## config.mk

```make
export PLATFORM = sky130hd
export DESIGN_NAME = cache_top
export DESIGN_NICKNAME = d
export VERILOG_FILES = /design/src/design/cache_pkg.sv /design/src/design/cache_top.sv /design/src/design/data_array.sv /design/src/design/line_update.sv /design/src/design/tag_array.sv /design/src/design/way_select.sv
export SDC_FILE = /design/constraint.sdc
export NUM_CORES = 2
export LEC_CHECK = 0
export BUFFER_PORTS_ARGS = -buffer_cell sky130_fd_sc_hd__buf_4
export CORE_UTILIZATION = 55
export CTS_BUF_LIST = sky130_fd_sc_hd__clkbuf_2 sky130_fd_sc_hd__clkbuf_4 sky130_fd_sc_hd__clkbuf_8
export CTS_CLUSTER_SIZE = 12
export DETAILED_ROUTE_END_ITERATION = 6
export GPL_ROUTABILITY_DRIVEN = 0
export PLACE_DENSITY = 0.74
export RECOVER_POWER = 100
export SYNTH_ARGS = -nofsm -noshare
export SYNTH_HDL_FRONTEND = slang
export SYNTH_SLANG_ARGS = --single-unit
export TNS_END_PERCENT = 100
```

## constraint.sdc

```tcl
create_clock -name clk -period 5.3 [get_ports clk]
set_clock_uncertainty 0.1 [all_clocks]
set_input_delay 1.06 -clock clk [delete_from_list [all_inputs] [get_ports clk]]
set_output_delay 1.06 -clock clk [all_outputs]
set_load 0.03 [all_outputs]
```

## src/design/cache_pkg.sv

```systemverilog
// geometry is fixed at 16 sets x 4 ways x one 32-bit word; every rtl lookup relies on these widths
package cache_pkg;

	//////////////////////////////////////////////////
	// geometry
	//////////////////////////////////////////////////
	localparam int NUM_WAYS    = 4;
	localparam int WAY_BITS    = 2;
	localparam int SET_BITS    = 4;
	localparam int NUM_SETS    = 16;
	localparam int OFFSET_BITS = 2;		// byte within the word
	localparam int TAG_BITS    = 26;
	localparam int WORD_BITS   = 32;

	typedef enum logic [3:0] {
		OP_READ       = 4'd0,	// l1 data read
		OP_WRITE      = 4'd1,	// l1 data write
		OP_IFETCH     = 4'd2,	// instruction fetch, read-like
		OP_INVALIDATE = 4'd3,	// invalidate from l2
		OP_SNOOP      = 4'd4,	// data request from l2
		OP_CLEAR      = 4'd8	// all lines to invalid
	} cache_op_e;

	typedef enum logic [1:0] {
		INVALID   = 2'd0,
		SHARED    = 2'd1,
		EXCLUSIVE = 2'd2,
		MODIFIED  = 2'd3
	} mesi_e;

	//////////////////////////////////////////////////
	// address, seen as a raw word or as its fields
	//////////////////////////////////////////////////
	typedef struct packed {
		logic [TAG_BITS-1:0]    tag;	// upper bits
		logic [SET_BITS-1:0]    set;
		logic [OFFSET_BITS-1:0] offset;	// ignored, one word per line
	} addr_fields_t;

	typedef union packed {
		logic [WORD_BITS-1:0] raw;
		addr_fields_t         f;
	} addr_u;

	typedef struct packed {
		cache_op_e            op;
		addr_u                addr;
		logic [WORD_BITS-1:0] wdata;	// store data for a write
		logic [WORD_BITS-1:0] fill_data;	// memory word for a read miss
		logic                 other_hit;	// another cache holds the line
	} cache_cmd_t;

	typedef struct packed {
		logic                 hit;
		logic [WAY_BITS-1:0]  way;	// hit way or victim
		mesi_e                prior_state;	// invalid on a miss
		logic [WORD_BITS-1:0] data;
	} cache_rsp_t;

	typedef struct packed {
		logic                en;
		logic                clear_all;
		logic [SET_BITS-1:0] set;
		logic [WAY_BITS-1:0] way;
		logic [TAG_BITS-1:0] tag;
		mesi_e               state;
	} tag_wr_t;

	typedef struct packed {
		logic                 en;
		logic [SET_BITS-1:0]  set;
		logic [WAY_BITS-1:0]  way;
		logic [WORD_BITS-1:0] data;
	} data_wr_t;

endpackage

```

## src/design/cache_top.sv

```systemverilog
// one command per cycle, no back-pressure; the consumer must take every response a cycle later
module cache_top
	import cache_pkg::*;
(
	input  logic       clk,
	input  logic       reset_n,
	input  logic       cmd_valid,
	input  cache_cmd_t cmd,
	output logic       rsp_valid,
	output cache_rsp_t rsp
);

	logic [NUM_WAYS-1:0]  match_ways;	// tag equal and line valid
	logic [NUM_WAYS-1:0]  valid_ways;	// line not invalid
	mesi_e [NUM_WAYS-1:0] set_states;	// states of the selected set
	logic                 hit;
	logic [WAY_BITS-1:0]  way;
	mesi_e                prior_state;
	logic [WORD_BITS-1:0] rdata;
	tag_wr_t              tag_wr;
	data_wr_t             data_wr;
	logic                 alloc;	// a miss fills a line

	//////////////////////////////////////////////////
	// lookup path
	//////////////////////////////////////////////////
	tag_array tag_array_i (
		.clk        (clk),
		.reset_n    (reset_n),
		.set        (cmd.addr.f.set),
		.tag        (cmd.addr.f.tag),
		.tag_wr     (tag_wr),
		.match_ways (match_ways),
		.valid_ways (valid_ways),
		.set_states (set_states)
	);

	way_select way_select_i (
		.clk         (clk),
		.reset_n     (reset_n),
		.match_ways  (match_ways),
		.valid_ways  (valid_ways),
		.set_states  (set_states),
		.alloc       (alloc),
		.hit         (hit),
		.way         (way),
		.prior_state (prior_state)
	);

	data_array data_array_i (
		.clk     (clk),
		.reset_n (reset_n),
		.set     (cmd.addr.f.set),
		.way     (way),
		.data_wr (data_wr),
		.rdata   (rdata)
	);

	//////////////////////////////////////////////////
	// write path and response
	//////////////////////////////////////////////////
	line_update line_update_i (
		.clk         (clk),
		.reset_n     (reset_n),
		.cmd_valid   (cmd_valid),
		.cmd         (cmd),
		.hit         (hit),
		.way         (way),
		.prior_state (prior_state),
		.rdata       (rdata),
		.tag_wr      (tag_wr),
		.data_wr     (data_wr),
		.alloc       (alloc),
		.rsp_valid   (rsp_valid),
		.rsp         (rsp)
	);

endmodule

```

## src/design/data_array.sv

```systemverilog
// one word per line, written at the accept edge; the read mux follows set and way combinationally
module data_array
	import cache_pkg::*;
(
	input  logic                 clk,
	input  logic                 reset_n,
	input  logic [SET_BITS-1:0]  set,
	input  logic [WAY_BITS-1:0]  way,
	input  data_wr_t             data_wr,
	output logic [WORD_BITS-1:0] rdata
);

	logic [WORD_BITS-1:0] data_mem [NUM_SETS][NUM_WAYS];	// indexed set then way

	//////////////////////////////////////////////////
	// storage
	//////////////////////////////////////////////////
	always_ff @(posedge clk or negedge reset_n) begin
		if (!reset_n) begin
			for (int s = 0; s < NUM_SETS; s++) begin
				for (int w = 0; w < NUM_WAYS; w++) begin
					data_mem[s][w] <= '0;
				end
			end
		end else if (data_wr.en) begin
			data_mem[data_wr.set][data_wr.way] <= data_wr.data;	// single line per command
		end
	end

	// way mux of the selected set
	always_comb begin
		case (way)
			2'd0:    rdata = data_mem[set][0];
			2'd1:    rdata = data_mem[set][1];
			2'd2:    rdata = data_mem[set][2];
			default: rdata = data_mem[set][3];
		endcase
	end

endmodule

```

## src/design/line_update.sv

```systemverilog
// applies the MESI table at the accept edge; the response is registered, one cycle of latency
module line_update
	import cache_pkg::*;
(
	input  logic                 clk,
	input  logic                 reset_n,
	input  logic                 cmd_valid,
	input  cache_cmd_t           cmd,
	input  logic                 hit,
	input  logic [WAY_BITS-1:0]  way,
	input  mesi_e                prior_state,
	input  logic [WORD_BITS-1:0] rdata,
	output tag_wr_t              tag_wr,
	output data_wr_t             data_wr,
	output logic                 alloc,
	output logic                 rsp_valid,
	output cache_rsp_t           rsp
);

	logic [WORD_BITS-1:0] rsp_data;	// data field of the next response

	//////////////////////////////////////////////////
	// next state and array writes
	//////////////////////////////////////////////////
	always_comb begin
		tag_wr           = '0;
		tag_wr.set       = cmd.addr.f.set;
		tag_wr.way       = way;
		tag_wr.tag       = cmd.addr.raw[WORD_BITS-1 -: TAG_BITS];	// top bits of the address
		tag_wr.state     = INVALID;
		data_wr          = '0;
		data_wr.set      = cmd.addr.f.set;
		data_wr.way      = way;
		alloc            = 1'b0;
		rsp_data         = '0;
		if (cmd_valid) begin
			case (cmd.op)
				OP_READ, OP_IFETCH: begin
					if (hit) begin
						rsp_data = rdata;	// state holds on a read hit
					end else begin
						tag_wr.en    = 1'b1;
						tag_wr.state = cmd.other_hit ? SHARED : EXCLUSIVE;
						data_wr.en   = 1'b1;
						data_wr.data = cmd.fill_data;
						alloc        = 1'b1;
						rsp_data     = cmd.fill_data;
					end
				end
				OP_WRITE: begin
					tag_wr.en    = 1'b1;	// any state goes to modified
					tag_wr.state = MODIFIED;
					data_wr.en   = 1'b1;
					data_wr.data = cmd.wdata;
					alloc        = !hit;	// write miss allocates
					rsp_data     = cmd.wdata;
				end
				OP_INVALIDATE: begin
					tag_wr.en = hit;	// miss changes nothing
				end
				OP_SNOOP: begin
					tag_wr.en    = hit;
					tag_wr.state = SHARED;
					rsp_data     = hit ? rdata : '0;
				end
				OP_CLEAR: begin
					tag_wr.clear_all = 1'b1;
				end
				default: ;	// unknown codes are a no-op
			endcase
		end
	end

	//////////////////////////////////////////////////
	// response register
	//////////////////////////////////////////////////
	always_ff @(posedge clk or negedge reset_n) begin
		if (!reset_n) begin
			rsp_valid <= 1'b0;
		end else begin
			rsp_valid <= cmd_valid;
		end
	end

	always_ff @(posedge clk) begin
		if (cmd_valid) begin
			rsp.hit         <= hit;
			rsp.way         <= way;
			rsp.prior_state <= prior_state;
			rsp.data        <= rsp_data;
		end
	end

	// each accepted command gets its response on the next cycle
	assert property (@(posedge clk) disable iff (!reset_n) cmd_valid |=> rsp_valid)
		else $error("response missing one cycle after an accepted command");

endmodule

```

## src/design/tag_array.sv

```systemverilog
// writes land at the accept edge, reads are combinational; clear_all beats any per-line write
module tag_array
	import cache_pkg::*;
(
	input  logic                 clk,
	input  logic                 reset_n,
	input  logic [SET_BITS-1:0]  set,
	input  logic [TAG_BITS-1:0]  tag,
	input  tag_wr_t              tag_wr,
	output logic [NUM_WAYS-1:0]  match_ways,
	output logic [NUM_WAYS-1:0]  valid_ways,
	output mesi_e [NUM_WAYS-1:0] set_states
);

	logic [TAG_BITS-1:0] tag_mem [NUM_SETS][NUM_WAYS];	// meaningless while state is invalid
	mesi_e               state_mem [NUM_SETS][NUM_WAYS];

	//////////////////////////////////////////////////
	// tag storage
	//////////////////////////////////////////////////
	always_ff @(posedge clk) begin
		if (tag_wr.en && !tag_wr.clear_all) begin
			tag_mem[tag_wr.set][tag_wr.way] <= tag_wr.tag;
		end
	end

	// state storage, cleared by reset or clear
	always_ff @(posedge clk or negedge reset_n) begin
		if (!reset_n) begin
			for (int s = 0; s < NUM_SETS; s++) begin
				for (int w = 0; w < NUM_WAYS; w++) begin
					state_mem[s][w] <= INVALID;
				end
			end
		end else if (tag_wr.clear_all) begin
			for (int s = 0; s < NUM_SETS; s++) begin
				for (int w = 0; w < NUM_WAYS; w++) begin
					state_mem[s][w] <= INVALID;	// whole cache in one cycle
				end
			end
		end else if (tag_wr.en) begin
			state_mem[tag_wr.set][tag_wr.way] <= tag_wr.state;
		end
	end

	//////////////////////////////////////////////////
	// parallel compare of the selected set
	//////////////////////////////////////////////////
	always_comb begin
		for (int w = 0; w < NUM_WAYS; w++) begin
			set_states[w] = state_mem[set][w];
			valid_ways[w] = (state_mem[set][w] != INVALID);
			match_ways[w] = valid_ways[w] && (tag_mem[set][w] == tag);	// hit in way w
		end
	end

	// a clear must not be mixed with a line fill from the update logic
	assert property (@(posedge clk) disable iff (!reset_n)
		tag_wr.clear_all |-> !(tag_wr.en && tag_wr.state != INVALID))
		else $error("clear_all together with a non-invalid line write");

endmodule

```

## src/design/way_select.sv

```systemverilog
// combinational select; round-robin victim only when all four ways of the set are valid
module way_select
	import cache_pkg::*;
(
	input  logic                 clk,
	input  logic                 reset_n,
	input  logic [NUM_WAYS-1:0]  match_ways,
	input  logic [NUM_WAYS-1:0]  valid_ways,
	input  mesi_e [NUM_WAYS-1:0] set_states,
	input  logic                 alloc,
	output logic                 hit,
	output logic [WAY_BITS-1:0]  way,
	output mesi_e                prior_state
);

	logic [WAY_BITS-1:0] rr_cnt;	// global replacement pointer
	logic [WAY_BITS-1:0] hit_way;
	logic [WAY_BITS-1:0] victim;
	logic                set_full;

	//////////////////////////////////////////////////
	// hit encoder
	//////////////////////////////////////////////////
	always_comb begin
		case (match_ways)
			4'b0001: hit_way = 2'd0;
			4'b0010: hit_way = 2'd1;
			4'b0100: hit_way = 2'd2;
			4'b1000: hit_way = 2'd3;
			default: hit_way = 2'd0;	// miss
		endcase
	end

	// victim, lowest invalid way first
	always_comb begin
		victim = rr_cnt;	// used when the set is full
		for (int i = NUM_WAYS - 1; i >= 0; i--) begin
			if (!valid_ways[i]) begin
				victim = WAY_BITS'(i);
			end
		end
	end

	assign set_full    = &valid_ways;
	assign hit         = |match_ways;
	assign way         = hit ? hit_way : victim;
	assign prior_state = hit ? set_states[hit_way] : INVALID;

	always_ff @(posedge clk or negedge reset_n) begin
		if (!reset_n) begin
			rr_cnt <= '0;
		end else if (alloc && set_full) begin
			rr_cnt <= rr_cnt + 1'b1;	// wraps after way 3
		end
	end

	// a tag may live in only one way of a set
	assert property (@(posedge clk) disable iff (!reset_n) $onehot0(match_ways))
		else $error("tag matches in more than one way");

endmodule

```

==> impl_metrics.tcl <==
set metrics [dict create \
    synthFlopType "dfrtp_1" \
    period_share_pct 101.5 \
    io_buffers 139 \
    clockRootBuffer "clkbuf_8" \
    multi_input_area_um2 59200 \
    dp_slack_ns -1.745 \
    drtIter0Drc 10350 \
    p_total_mw 62.21 \
    fin_crit_ns 5.377 \
    final_layout_size_suffix_gt1_share_pct 44.61 \
    crit_type "input port to flop" \
    grt_pass1_vias 105600 \
    yosysSeqAreaShare_pct 63.13 \
    yosys_warnings 0 \
    die_y_um 553.5 \
    die_area_um2 306400 \
    cp.arrival_ns 6.32 \
    vias_per_cell 6.473 \
    fillers 20190 \
    post-route-drc-count 5 \
    synth_edf_count 1701 \
    crit_top_cell "buf_4" \
    finalNetCount 11170 \
    grt_pass1_wl_mm 720.2 \
    hold_ws_ns 0.2559 \
    clk_latency_ns 1.23 \
    cts_tree "done" \
    syn_area_per_cell_um2 17.09 \
    pwr_density_cell_nw_per_um2 314.6 \
    dr_total_vias 100500 \
    syn_nets 9895 \
    cts_buffer_depth 4 \
    mostFrequentLayoutCell "dfrtp_1" \
    crit_path_max_fanout 19 \
    clock.fmax_mhz 186.0 \
    maxCapViolCount 9 \
    peakVddDrop_mv 0.2698 \
    end_kind "flop" \
    yosysTopAreaCell "dfrtp_1" \
    register_area_um2 105600 \
    core.rowCount 202 \
    p_leak_nw 81.99 \
    antenna_found_initial 18 \
    critPathRequiredTime_ns 6.24 \
    numCtsBuffers 626 \
    overflow 0 \
    ys_ff_latch 3880 \
    synth_cell_types 87 \
    firstDrtPassIters 7 \
    hp-class "input port to flop" \
    die_x_um 553.5 \
    violations "DRC, capacitance limit, slew limit, setup timing" \
    finalMaxSlewViolations 367 \
    rsz0062_at_grt "yes" \
    drtAntennaViolNets 0 \
    timing.final.ws_setup_ns -0.07716 \
    synth_top_cell_area_share_pct 32.59 \
    slew_headroom_pct -172.2 \
    post-route-cell-area_um2 197700 \
    outcome "finished with violations" \
    layout_common_cells "dfrtp_1 (2,179), edfxtp_1 (1,701), mux2_2 (1,583)" \
    tightest_slew_ns 4.083 \
    cp_cell_sequence "clkbuf_1 -> buf_4 -> xor2_1 -> a2111oi_2 -> nand4_1 -> buf_4 -> a211oi_4 -> buf_12 -> buf_4 -> nor2_1 -> nor3b_4 -> or2_4 -> buf_12 -> nor3_4 -> buf_4 -> buf_6 -> mux2_2" \
    core_area_um2 302800 \
    hpwl_mm 320.3 \
    dpl_cell_area_um2 184500 \
    io_pins 142 \
    hold_viol 0 \
    clk_pin_slew_ns 0.06 \
    cp_top_family "buffers and inverters" \
    grt_max_degree 155 \
    critPathMaxStageDelay_ns 1.26 \
    areaGrowthSynthToFinish_pct 18.19 \
    synth_area_leaders "dfrtp_1 (33%), edfxtp_1 (31%), mux4_2 (13%)" \
    drt_wl_total_mm 495.7 \
    htreeDepth 6 \
    cts_sinks 3880 \
    routedWlPerCell_um 31.92 \
    setup_viol 74 \
    worstSetupStartpointType "input port" \
    synthCells 9791 \
    crit_buf_inv 8 \
    synth_area_um2 167300 \
    grt_use_total_pct 32.19 \
    initial_core_util_pct 55.25 \
    ys_async_sr_fraction_pct 56.16 \
    cpMaxStageDelayCell "clkbuf_1" \
]
[stage by stage]
step | std cells | utilization (%) | setup TNS (ns)
6_report | 15530 | 65.30 | -1.328
5_1_grt | 15520 | 65.30 | -0.01213
4_1_cts | 15470 | 65.33 | 0
3_5_place_dp | 14350 | 60.95 | -4954.99
3_3_place_gp | 14350 | 60.95 | -5269.35
2_1_floorplan | 9791 | - | -418.02
[final cells by class]
| cell class | count | area share [%] |
|---|---|---|
| clock inverters | 177 | 0.7745 |
| clock buffers | 928 | 5.811 |
| inverters | 18 | 0.04176 |
| flip-flops and latches | 3880 | 53.41 |
| multi-input cells | 5088 | 29.94 |
| repair buffers | 1448 | 7.493 |
| diodes | 11 | 0.01392 |
| well taps | 3978 | 2.517 |
[synth_stat cells (7+ instances only)]
| cell type | n |
|---|---|
| a2111oi_4 | 14 |
| xor2_1 | 43 |
| nor2_1 | 109 |
| o2bb2ai_1 | 7 |
| or2_2 | 8 |
| and2_1 | 17 |
| a21oi_1 | 50 |
| a21o_1 | 7 |
| nor2b_1 | 35 |
| mux2_1 | 243 |
| mux2i_1 | 347 |
| nand2b_1 | 44 |
| dfrtp_1 | 2179 |
| nor2_2 | 10 |
| o22ai_1 | 121 |
| a221oi_1 | 35 |
| and3_1 | 18 |
| buf_1 | 71 |
| mux4_2 | 981 |
| nand3_1 | 59 |
| nor3_4 | 10 |
| nor4_1 | 9 |
| a2111oi_0 | 7 |
| a2111o_1 | 7 |
| nand2_1 | 495 |
| buf_2 | 223 |
| mux2_2 | 1583 |
| a211oi_1 | 38 |
| a22oi_1 | 90 |
| buf_6 | 39 |
| inv_1 | 8 |
| edfxtp_1 | 1701 |
| a22o_1 | 15 |
| o31ai_1 | 31 |
| nor3_1 | 50 |
| o21ai_0 | 315 |
| a211o_1 | 8 |
| xnor2_1 | 107 |
| nor3_2 | 45 |
| clkbuf_1 | 425 |
| a31oi_1 | 10 |
| buf_4 | 51 |
| nand4_1 | 16 |
[flip-flops by register name, summed over array words and instances (netlist names)]
register                 count
data_array_i.data_mem     2048
tag_array_i.tag_mem       1664
tag_array_i.state_mem      128
line_update_i.rsp           37
way_select_i.rr_cnt          2
line_update_i.rsp_valid      1
[repair_timing]
item	CTS	global route
resized for setup	30	54
setup buffers	5	35
endpoints found under the hold margin	72	0
pin swaps	8	7
hold buffers	1	0
cloned	6	12
endpoints found under the setup margin	2487	1881
[per-layer routing]
metal	vias up	routed length [um]	global-route usage, %
met1	53320	182100	41.31
li1	40540	-	-
met2	5278	236400	51.21
met3	1360	40700	5.570
met5	-	47	0
met4	6	36440	20.62
[final timing paths]
path / start / to / slack [ns] / depth (start not counted)
setup / recovery: cmd[74] / data_array_i.data_mem[360]$_DFFE_PN0P_ / -0.08 / 17
hold / removal: cmd[86] / tag_array_i.tag_mem[13][41]$_DFFE_PP_ / 0.26 / 1
setup reg to reg: tag_array_i.tag_mem[2][30]$_DFFE_PP_ / line_update_i.rsp[4]$_SDFFCE_PP0P_ / -0.01 / 13
hold reg to reg: data_array_i.data_mem[1244]$_DFFE_PN0P_ / data_array_i.data_mem[1244]$_DFFE_PN0P_ / 0.37 / 2
max in group asynchronous: reset_n / data_array_i.data_mem[950]$_DFFE_PN0P_ / 0.47 / 3
min in group asynchronous: reset_n / data_array_i.data_mem[2011]$_DFFE_PN0P_ / 1.70 / 2
[worst register-to-register path, cell delays in order (launching register included)]
cell      delay [ns]
edfxtp_1        0.38
mux4_2          0.47
mux2i_1         0.29
xnor2_1         0.10
or4_1           0.62
a221oi_2        0.34
o211ai_1        0.22
nor3_4          0.46
nor3_1          0.20
nor3b_4         0.41
buf_12          0.31
nor2b_1         0.18
a211oi_1        0.74
o31ai_1         0.22
[cells by family after synthesis]
logic type	share of synthesized area, %
flops	63.13
mux	27.57
simple gates	2.818
buf+inv	2.352
compound gates	3.344
xor+xnor	0.7853
[where the power goes]
group	switching, mW	internal (mW)
Sequential	0.0714	31.6
Combinational	2.37	1.31
Clock	12.2	14.7
Total	14.7	47.5
No activity file was read; power rests on OpenSTA's default activity.
